==> src/rtl/irPkg.sv <==
`default_nettype none

package irPkg;

  // Instruction field latched from the cache or adder
  localparam int irWidth = 13;
  localparam int adWidth = 36;

  // Dispatch RAM word and address
  localparam int dramWidth = 15;
  localparam int dramAddrBits = 9;

  // Dispatch word layout, bit 0 first
  localparam int dramAPos = 0;
  localparam int dramBPos = 3;
  localparam int dramParPos = 6;
  localparam int dramJLoPos = 7;
  localparam int dramJHiPos = 11;

  // Adder slices for the normalize encoder
  localparam int sliceWidth = 6;
  localparam int numSlices = 6;
  localparam int posWidth = $clog2(sliceWidth);
  localparam int normWidth = 3;

  // Diagnostic load functions
  localparam int diagFuncWidth = 3;
  localparam logic [diagFuncWidth-1:0] diagWrDram = 3'd0;
  localparam logic [diagFuncWidth-1:0] diagSetIoJrst = 3'd5;
  localparam logic [diagFuncWidth-1:0] diagSetAc = 3'd6;
  localparam logic [diagFuncWidth-1:0] diagClrEn = 3'd7;

  // JRST is opcode 254
  localparam logic [0:8] jrstOpcode = 9'o254;

endpackage

`default_nettype wire

==> src/rtl/instrReg.sv <==
`timescale 1ns/1ns
`default_nettype none

module instrReg (
  input  logic CON_LOAD_DRAM,
  input  logic arstN,
  input  logic loadIr,
  input  logic mbXfer,
  input  logic [0:irPkg::irWidth-1] cacheData,
  input  logic [0:irPkg::irWidth-1] adHigh,
  input  logic diagLoad,
  input  logic [irPkg::diagFuncWidth-1:0] diagFunc,
  output logic [0:irPkg::irWidth-1] ir,
  output logic [9:12] irAc,
  output logic jrst,
  output logic ioLegal,
  output logic enIoJrst,
  output logic enAc
);
  import irPkg::*;

  logic [0:irWidth-1] nextIr;

  // MB transfer takes the instruction from the adder instead of the cache
  assign nextIr = mbXfer ? adHigh : cacheData;

  always_ff @(posedge CON_LOAD_DRAM or negedge arstN) begin
    if (!arstN) begin
      ir <= '0;
      irAc <= '0;
    end else if (loadIr) begin
      ir <= nextIr;
      // AC field only passes when the AC enable is set
      irAc <= enAc ? nextIr[9:12] : 4'b0000;
    end
  end

  // Enable flags are set and cleared by diagnostic functions
  always_ff @(posedge CON_LOAD_DRAM or negedge arstN) begin
    if (!arstN) begin
      enIoJrst <= 1'b0;
      enAc <= 1'b0;
    end else if (diagLoad) begin
      case (diagFunc)
        diagSetIoJrst: begin
          enIoJrst <= 1'b1;
        end
        diagSetAc: begin
          enAc <= 1'b1;
        end
        diagClrEn: begin
          enIoJrst <= 1'b0;
          enAc <= 1'b0;
        end
        default: begin
          enIoJrst <= enIoJrst;
        end
      endcase
    end
  end

  // Opcode compare ignores the AC field
  assign jrst = (ir[0:8] == jrstOpcode);

  // Device codes with bits 3 to 6 set
  assign ioLegal = &ir[3:6];

endmodule

`default_nettype wire

==> config.mk <==
export PLATFORM = sky130hd
export DESIGN_NAME = instrReg
export DESIGN_NICKNAME = d
export VERILOG_FILES = /design/src/rtl/irPkg.sv /design/src/rtl/instrReg.sv
export SDC_FILE = /design/constraint.sdc
export NUM_CORES = 1
export LEC_CHECK = 0
export BUFFER_PORTS_ARGS = -buffer_cell sky130_fd_sc_hd__buf_2
export CAP_MARGIN = 20
export CORE_MARGIN = 2
export CORE_UTILIZATION = 41
export DETAILED_ROUTE_END_ITERATION = 10
export GPL_TIMING_DRIVEN = 0
export PLACE_DENSITY_LB_ADDON = 0.1
export SETUP_SLACK_MARGIN = 0.02
export SLEW_MARGIN = 10
export SYNTH_ARGS = -nofsm -noshare
export SYNTH_HDL_FRONTEND = slang
export SYNTH_SLANG_ARGS = --single-unit
export TNS_END_PERCENT = 1
==> constraint.sdc <==
create_clock -name CON_LOAD_DRAM -period 1.46 [get_ports CON_LOAD_DRAM]
set_input_delay 0.146 -clock CON_LOAD_DRAM [delete_from_list [all_inputs] [get_ports CON_LOAD_DRAM]]
set_output_delay 0.146 -clock CON_LOAD_DRAM [all_outputs]
set_load 0.05 [all_outputs]
# Yosys cells after proc, flatten, opt, wreduce, memory -nomap -nowiden
# Cells that the tools add are included.
[op_classes]
n_bitwise = 0
div_mod_pow = 0
n_mux = 4
n_addsub = 0
n_mul = 0
n_eq_ne = 4
n_shift = 0
n_lt_le_gt_ge = 0
reduce_logical = 5
[ops]
columns = ["op", "n"]
rows = [
  ["$mux 13", 1],
  ["$eq 3x3->1 const B", 3],
  ["$eq 9x8->1 const B", 1],
  ["$mux 4", 1],
  ["$pmux 1 s2", 2],
  ["$reduce_and 2->1", 2],
  ["$reduce_and 4->1", 1],
  ["$reduce_bool 2->1", 2],
]
[totals]
mem_bits_ro = 0
latch_bits = 0
in_bits = 34
ff_bits = 19
out_inout_bits = 21
n_memories = 0
ram_bits = 0

# Depth between registers and ports, before layout
# Gate-level depths: netlist of run 1.
[depth]
ltp_word = 3
ltp_mapped = 4
ltp_nobuf = 2

# Least setup slack after synthesis of run 1
# No wires, ideal clock.
[synth_path]
path_type = "reg-to-output"
startpoint = "reg ir[7] (netlist bit)"
endpoint = "out jrst"
slack_ns = -0.765
path_buffers = 0
required_ns = 1.314
arrival_time_ns = 2.079
path_stages_with_launch = 3
path_cell_list = "dfrtp_1 or4_1 nor4b_2"
[synth_between]
elab_chain_cells = 1
[synth_rtl]
columns = ["element", "line", "source"]
rows = [
  ["start: declaration", "instrReg.sv:13", "output logic [0:irPkg::irWidth-1] ir,"],
  ["start signal: assignment", "instrReg.sv:32", "ir <= nextIr;"],
  ["$eq 9x8->1", "instrReg.sv:63", "assign jrst = (ir[0:8] == jrstOpcode);"],
  ["end: declaration", "instrReg.sv:15", "output logic jrst,"],
]
# No other way between the ends.

# Final worst setup path of run 1
[layout_path]
startpoint = "reg ir[8] (netlist bit)"
endpoint = "out jrst"
# Same word-level chain as after synthesis.

==> key figures, run 1 <==
Clock tree
  – Clock root buffer: clkbuf_4
  – H-Tree Depth: 1
  – Worst skew pair latency: roughly 0.30 ns
  – CTS sink cnt: 19
  – Total CTS buffers: 3
  – CTS max path bufs: 2
  – CTS clk-pin slew, worst paths: around 0.10 ns
  – TritonCTS clock tree: yes

Logic synthesis
  – Dominant cell type by area after synthesis: dfrtp_1
  – Dominant cells by area after synthesis: dfrtp_1 55%, mux2i_1 17%, a21oi_1 7.6%
  – Seq/Total Area, Yosys: 0.5531
  – YS warnings: 0
  – Post-synth top area share: 0.5531
  – Synth Instances: 83
  – Mapped cell area: between 800 and 900 um^2
  – Yosys reg bits: 19
  – Unique masters post-synth: 14
  – Avg Synthesized Cell Area: roughly 10 um^2
  – Syn nets: 117

Die
  – IO Count: 55
  – Initial core utilization: 0.4381
  – Die height: about 50 um
  – Row count: 16
  – Core Region: approximately 0.002 mm^2
  – Die width: roughly 50 um
  – Die ar.: ~0.0025 mm^2

Power
  – Seq pwr share: 0.451
  – Pint: 0.0008411 W
  – Leak: approximately 0.66 nW
  – Sw Share: 0.4013
  – Clock power share: 0.191
  – Comb pwr share: 0.359
  – Pwr dens: roughly 1100 mW/mm^2
  – Maximum vdd drop: around 0.75 mV
  – Switching power: approximately 0.00056 W
  – Power, Total: 0.001405 W

Outcome
  – Violated checks: setup timing
  – Status: finished with violations

Global routing
  – Pin count of the biggest net entering global routing: 20
  – Total GRT Usage: 0.1851
  – Vias in the first global route: between 800 and 900
  – Initial antenna violation count: 0
  – Grt total ovfl: 0
  – First-pass GRT wire length: between 3000 and 4000 um

STA
  – Max Clock Freq: roughly 540 MHz
  – Relative slew slack: 0.6834
  – Setup ws final: -0.3818 ns
  – Min Tclk post-route: 1.842 ns
  – Final worst path period share: 1.262
  – RSZ-0062 raised after global routing: yes
  – Fin. Hold Viols: 0
  – Clk_skew: between 0.0015 and 0.002 ns
  – Max-slew violations: 0
  – # setup viols final: 1
  – Tightest Pin Transition: 0.4749 ns
  – Worst hold slack: 0.01981 ns

Route
  – Via count: between 800 and 900
  – DRT Pass-1 Iters: 4
  – DR top layer: met4
  – Initial DRC count: 12
  – Met2 WL: between 1000 and 1500 um
  – DR WL/cell: ~12 um
  – Final WL: 2032 um
  – WL met3: between 100 and 150 um
  – Post-Route M1 WL: approximately 860 um
  – Via density: ~4.9
  – Drt drc: 0
  – Post-route antenna net violation count: 0

Critical path
  – Worst setup path startpoint: ir[8]
  – Worst r2r src: ir[8]
  – Arr. time, crit path: 1.70 ns
  – Critical Path Sink: jrst
  – CP Max Fanout: 3
  – Worst Reg2Reg Path Length in Cells: 3
  – Reg-to-reg critical path endpoint: ir[8]
  – Critical Path Source Type: flip-flop
  – WP data required: ~1.3 ns
  – CP Capture Type: output pin
  – R2r setup slk: between 0.6 and 0.7 ns
  – Critical path class: flip-flop to output pin

Placed design
  – Placed inst area: 0.001175 mm^2
  – I/O Buffers: 53
  – GPL Wtd Cong: 0.6920
  – Post-Place Cells: 163
  – DPL Wire Length: 1499 um

Final layout
  – Design area: around 0.0012 mm^2
  – Final non-filler cell total: 170
  – Nets: approximately 180
  – Most frequent cells in the layout: 53 x buf_2, 16 x dfrtp_1, 15 x mux2i_1
  – Fill count: approximately 210
  – Final Util: 0.6282
  – Most common cell after layout, fill and taps aside: buf_2
  – Share of cells above drive strength 1: 0.4545
  – Antenna fix cells: 0
  – Layout area overhead: 43.38%

Hold path
  – Worst min-delay path category: input pin to flip-flop

Flow run
  – Max_cap viols: 0
==> cells in the mapped netlist <==
master,n
dfrtp_1,19
mux2i_1,15
nor2_1,14
a21oi_1,13
inv_1,7
o22ai_1,4
nand3_1,3
clkbuf_1,2
buf_1,1
buf_2,1
buf_4,1
nand2_1,1
nor4b_2,1
or4_1,1
==> cell families after synthesis <==
| family | Yosys count | share of synthesized area |
|---|---|---|
| muxes | 15 | 0.1747 |
| DFF | 19 | 0.5531 |
| AOI/OAI and AO/OA | 17 | 0.1048 |
| buffers and inverters | 12 | 0.05823 |
| and+or+nand+nor | 20 | 0.1092 |
==> worst max-delay path, stage by stage (launching register included) <==
cell	delay [ns]
dfrtp_2	0.43
or4_4	0.53
nor4b_4	0.25
buf_6	0.19
==> how the worst min path moves through the flow <==
stage	from	end	slack, ns	cells past startpoint
floorplan	arstN	enAc	-0.15	0
global placement	arstN	ir[10]	0.10	1
detailed placement	arstN	ir[10]	0.11	1
CTS	diagFunc[1]	enIoJrst	0.01	2
global route	diagFunc[0]	enAc	0.02	2
finish	diagFunc[1]	enIoJrst	0.02	2
==> cell type report <==
cell class / instances / area [um^2] / share of cell area
Sequential cell: 19 / 479.2 / 0.3888
Multi-Input combinational cell: 52 / 346.6 / 0.2812
Timing Repair Buffer: 56 / 296.5 / 0.2406
Tap cell: 27 / 33.78 / 0.02741
Clock buffer: 4 / 26.28 / 0.02132
Inverter: 7 / 26.28 / 0.02132
Buffer: 5 / 23.77 / 0.01929
==> sequential cells by signal (all words and copies together) (netlist names) <==
signal    cells
enAc          1
enIoJrst      1
ir           13
irAc          4
==> power groups by stage <==
stage                     Sequential, W  Combinational [W]  Clock [W]
final                          0.000633           0.000504   0.000268
after global routing           0.000642           0.000538   0.000299
after CTS                      0.000634           0.000504   0.000276
after detailed placement       0.000645           0.000495          0
after global placement         0.000642           0.000491          0
after floorplan                0.000871           0.000120          0
==> layer usage <==
metal / up-vias / track usage
met1: 397 / 0.2426
li1: 402 / -
met2: 32 / 0.3111
met5: - / 0
met3: 2 / 0.03333
met4: 0 / 0.05556
==> metrics by stage <==
step / worst slack [ns] / TNS, ns
finish: -0.3818 / -0.3818
global route: -0.4393 / -0.4393
floorplan: -0.4251 / -0.6521
CTS: -0.3763 / -0.3763
global placement: -0.1558 / -0.1558
detailed placement: -0.1654 / -0.1654
==> what timing repair did <==
action | in CTS | in global routing
hold buffers | 1 | 0
pin swaps | 2 | 0
resized for setup | 2 | 0
gates cloned | 0 | 0
endpoints found under the hold margin | 19 | 0
setup endpoints to repair | 1 | 1
setup buffers | 1 | 1
Power figures use the tool's default switching activity.
==> run 2: changes to the inputs <==
CTS_BUF_LIST = sky130_fd_sc_hd__clkbuf_8 sky130_fd_sc_hd__clkbuf_16   (was default)
REMOVE_ABC_BUFFERS = 1   (was default)
SKIP_CTS_REPAIR_TIMING = 1   (was default)
==> run 2 against run 1 <==
Net effect:
- the run still ends with setup timing left
- final area decreased by 1.5%
- utilization decreased by 0.96 points
- first-iteration DRC count decreased by 67%
- critical path depth unchanged
- combinational power decreased by 3%
- count of clock-buffer cells in the layout decreased by 1
- die area unchanged
- fmax increased by 0.78%
- hold slack improved by 0.054 ns
- global-route usage decreased by 1.1 points
==> key figures, run 2 (synthesis results as in run 1) <==
Die
  – Core Region: ~0.0020 mm^2
  – IO Count: 55
  – Row count: 16
  – Die ar.: approximately 0.0025 mm^2
  – Die height: 49.79 um
  – Die width: ~50 um
  – Initial core utilization: 0.4381

Power
  – Leak: between 0.6 and 0.7 nW
  – Maximum vdd drop: a little under 0.9 mV
  – Pwr dens: 1211 mW/mm^2

Route
  – DR WL/cell: ~12 um
  – Initial DRC count: 4
  – DRT Pass-1 Iters: 2
  – Via count: 779
  – Post-route antenna net violation count: 0
  – Via density: around 4.8
  – Drt drc: 0
  – Final WL: roughly 2000 um

Placed design
  – DPL Wire Length: roughly 1400 um
  – I/O Buffers: 54
  – Post-Place Cells: 159
  – GPL Wtd Cong: between 0.7 and 0.8

Outcome
  – Status: finished with violations
  – Violated checks: setup timing

Global routing
  – Vias in the first global route: 741
  – Initial antenna violation count: 0
  – Grt total ovfl: 0
  – Met1 Resource Use GR: 0.2123
  – M3 GR Usage: 0.05152
  – Total GRT Usage: 0.1738
  – Pin count of the biggest net entering global routing: 32
  – Global route hottest layer: met2
  – Met2 Use GR: 0.2867
  – First-pass GRT wire length: about 3200 um

Clock tree
  – Clock root buffer: clkbuf_8
  – Worst skew pair latency: 0.25 ns
  – CTS clk-pin slew, worst paths: ~0.070 ns
  – H-Tree Depth: 1
  – CTS max path bufs: 2
  – Total CTS buffers: 3
  – CTS sink cnt: 19
  – TritonCTS clock tree: yes

STA
  – Clk_skew: around 0.00052 ns
  – Worst hold slack: around 0.074 ns
  – Max Clock Freq: between 500 and 600 MHz
  – # setup viols final: 1
  – Final worst path period share: 1.252
  – Setup ws final: -0.3675 ns
  – Relative slew slack: 0.6760
  – Fin. Hold Viols: 0
  – Min Tclk post-route: 1.828 ns
  – RSZ-0062 raised after global routing: yes
  – Max-slew violations: 0
  – Tightest Pin Transition: about 0.49 ns

Final layout
  – Final non-filler cell total: around 160
  – Fill count: 200
  – Most frequent cells in the layout: 53 x buf_2, 19 x dfrtp_1, 15 x mux2i_1
  – Biggest regs: ir x13, irAc x4
  – Max reg flops: 13
  – Antenna fix cells: 0
  – Layout area overhead: 41.19%
  – Multi-input logic area: 346.6 um^2
  – Most common cell after layout, fill and taps aside: buf_2
  – FF+latch area: 475.5 um^2
  – Top reg by flops: ir
  – Final Util: 0.6186
  – Share of cells above drive strength 1: 0.4307
  – Nets: between 150 and 200

Hold path
  – Worst min-delay path category: input pin to flip-flop
  – Hold Startpoint: diagFunc[0]

Critical path
  – R2r setup slk: 0.66 ns
  – Arr. time, crit path: approximately 1.7 ns
  – Critical Path Source Type: flip-flop
  – CP Capture Type: output pin
  – Critical path class: flip-flop to output pin
  – Worst setup path startpoint: ir[2]
  – Worst r2r src: enAc
  – WP data required: around 1.3 ns
  – CP Max Fanout: 3

Flow run
  – Max_cap viols: 0
run 2: changes by cell type in the layout (fill, tap and decap cells not counted), sizes merged:
cell / previous run / this run
buf: 58 / 54
clkbuf: 6 / 3
inv: 7 / 8
run 2: worst max-delay path, stage by stage, from the launching register on:
cell and delay (ns):
dfrtp_1 0.39, or4_4 0.56, nor4b_4 0.28, buf_6 0.19
run 2: stage by stage:
stage / setup TNS, ns / power, W / setup slack (ns) / cell area (um^2)
floorplan: -0.9397 / 0.0009655 / -0.7649 / 835.8
global placement: -0.1058 / 0.001118 / -0.1058 / 1140
detailed placement: -0.1594 / 0.001128 / -0.1594 / 1140
CTS: -0.4385 / 0.001477 / -0.4385 / 1185
global route: -0.4120 / 0.001549 / -0.4120 / 1214
finish: -0.3675 / 0.001469 / -0.3675 / 1214
run 2: worst paths after layout:
check	endpoint	cells past startpoint
hold reg to reg	ir[10]	2
hold / removal	enAc	2
min in group asynchronous	ir[6]	2
setup / recovery	jrst	3
setup reg to reg	irAc[12]	2
max in group asynchronous	irAc[9]	2
run 2: layout make-up:
| type | count | share of cell area |
|---|---|---|
| Inverter | 7 | 0.02165 |
| Tap cell | 27 | 0.02784 |
| Multi-Input combinational cell | 52 | 0.2856 |
| Clock inverter | 1 | 0.003093 |
| Clock buffer | 3 | 0.03402 |
| Timing Repair Buffer | 55 | 0.2361 |
| Sequential cell | 19 | 0.3918 |
run 2: routing by layer:
metal,vias up,share of wire
li1,394,-
met1,346,0.40
met2,35,0.50
met3,4,0.081
met4,0,0.015
met5,-,0
run 2: power breakdown:
part	internal [W]	total, W	switching (W)
combinational	0.000133	0.000491	0.000358
sequential	0.000591	0.000632	0.0000418
clock	0.000187	0.000346	0.000160
total	0.000910	0.00147	0.000559
==> run 3: changes to the inputs <==
CORE_MARGIN = 5   (was 2)
==> run 3 against run 2 <==
Net effect:
- the run still ends with setup timing left
- die area up 26%
- total power grew 1.5%
- register-to-register slack got worse by 0.02 ns
- cell count grew 2.4%
- via count is 1.5% higher
- sequential power about the same
- first-iteration DRC count rose to 3.3 times the previous value
- global-route usage decreased by 4.5 points
- hold slack better by 0.0049 ns
- highest routed layer is now met3
- critical path type unchanged
- utilization is 0.95 points higher
==> key figures, run 3 (synthesis results as in run 1) <==
Critical path
  – Worst Reg2Reg Path Length in Cells: 3
  – Arr. time, crit path: ~1.7 ns
  – CP Max Fanout: 2
  – Critical path class: flip-flop to output pin
  – CP Capture Type: output pin
  – WP data required: between 1 and 1.5 ns
  – Critical Path Source Type: flip-flop
  – Crit path buf inv count: 1
  – Slowest stage delay, CP: 0.55 ns
  – Crit-path leading delay family: simple AND/OR/NAND/NOR gates
  – Max stage delay cell, worst path: or4_4
  – Cell count along the critical path: 3
  – Worst-path cell chain: or4_4 > nor4b_4 > buf_6

STA
  – # setup viols final: 1
  – Min Tclk post-route: 1.813 ns
  – Fin. Hold Viols: 0
  – RSZ-0062 raised after global routing: yes
  – Tightest Pin Transition: between 0.4 and 0.5 ns
  – Relative slew slack: 0.6753
  – Clk_skew: approximately 0.00040 ns
  – Final worst path period share: 1.242
  – Max Clock Freq: 551.4 MHz
  – Max-slew violations: 0
  – Setup ws final: -0.3535 ns

Route
  – Initial DRC count: 13
  – Final WL: a little over 2000 um
  – DRT Pass-1 Iters: 4
  – Via density: ~4.7
  – Via count: approximately 800
  – DR WL/cell: ~12 um
  – Post-route antenna net violation count: 0
  – Drt drc: 0

Die
  – Initial core utilization: 0.4337
  – IO Count: 55
  – Core Region: roughly 0.002 mm^2
  – Die ar.: just over 0.003 mm^2
  – Die height: roughly 56 um
  – Row count: 16
  – Die width: around 56 um

Final layout
  – Most frequent cells in the layout: 53 x buf_2, 19 x dfrtp_1, 15 x mux2i_1
  – Fill count: around 200
  – FF+latch area: approximately 480 um^2
  – Layout area overhead: 44.83%
  – Share of cells above drive strength 1: 0.4539
  – Most common cell after layout, fill and taps aside: buf_2
  – Design area: roughly 0.0012 mm^2
  – Antenna fix cells: 0
  – Nets: 176
  – Biggest regs: ir x13, irAc x4
  – Top reg by flops: ir
  – Max reg flops: 13
  – Multi-input logic area: between 300 and 400 um^2

Global routing
  – Initial antenna violation count: 0
  – Pin count of the biggest net entering global routing: 32
  – Total GRT Usage: 0.1290
  – Vias in the first global route: slightly below 800
  – Grt total ovfl: 0
  – First-pass GRT wire length: about 3300 um

Power
  – Leak: about 0.67 nW
  – Power, Total: around 0.0015 W
  – Maximum vdd drop: about 0.86 mV
  – Pwr dens: between 1000 and 1500 mW/mm^2

Placed design
  – I/O Buffers: 54
  – GPL Wtd Cong: ~0.69
  – Placed inst area: 0.001140 mm^2
  – DPL Wire Length: about 1500 um

Hold path
  – Worst min-delay path category: input pin to flip-flop
  – WHS Path Cells: 2

Clock tree
  – Worst skew pair latency: between 0.2 and 0.3 ns
  – CTS sink cnt: 19
  – TritonCTS clock tree: yes
  – H-Tree Depth: 1
  – CTS clk-pin slew, worst paths: approximately 0.070 ns
  – Clock root buffer: clkbuf_8
  – Total CTS buffers: 3
  – CTS max path bufs: 2

Outcome
  – Status: finished with violations
  – Violated checks: setup timing

Flow run
  – Max_cap viols: 0
-- run 3: cell count changes in the layout (fill, tap and decap cells not counted), sizes merged --
cell | previous run | this run
clkinv | 0 | 1
buf | 54 | 58
inv | 8 | 7
-- run 3: worst paths after layout --
kind	startpoint	to	slack, ns
max in group asynchronous	arstN	ir[1]	0.80
worst min-delay path	diagFunc[0]	enAc	0.08
min in group asynchronous	arstN	enIoJrst	0.37
worst max register to register	ir[4]	ir[4]	0.64
worst min register to register	enIoJrst	enIoJrst	0.52
worst max-delay path	ir[7]	jrst	-0.35
-- run 3: worst reg2reg max path, cell delays in order, from the launching register on --
cell and delay, ns:
dfrtp_1 0.40, buf_4 0.14, nor2_1 0.09, a21oi_1 0.05
-- run 3: power by group --
group          leakage, nW  total (W)  switching (W)  internal, W
clock               0.0255   0.000353       0.000164     0.000189
sequential           0.219   0.000630      0.0000398     0.000590
combinational        0.430   0.000509       0.000362     0.000147
-- run 3: through the flow --
step / hold WS (ns) / setup TNS, ns / utilization / cells / setup slack [ns]
after floorplan: -0.1496 / -0.9397 / - / 78 / -0.7649
after global placement: 0.1067 / -0.09551 / 0.5751 / 159 / -0.09551
after detailed placement: 0.1048 / -0.1108 / 0.5751 / 159 / -0.1108
after CTS: -0.1649 / -0.3862 / 0.5985 / 163 / -0.3862
after global routing: 0.07898 / -0.4300 / 0.6282 / 168 / -0.4300
final: 0.07863 / -0.3535 / 0.6282 / 168 / -0.3535
-- run 3: layout make-up --
class                           instances  area share
Clock buffer                            3     0.03317
Clock inverter                          1    0.004020
Inverter                                7     0.02111
Multi-Input combinational cell         52      0.2784
Sequential cell                        19      0.3819
Tap cell                               27     0.02714
Timing Repair Buffer                   59      0.2543
-- run 3: routing by layer --
metal  vias up  routed length [um]  GRT usage
met5         -                   0          0
met4         0                   0    0.03125
met3         0                 173    0.03712
met2        32                1021     0.2230
met1       355                 848     0.1568
li1        404                   -          -
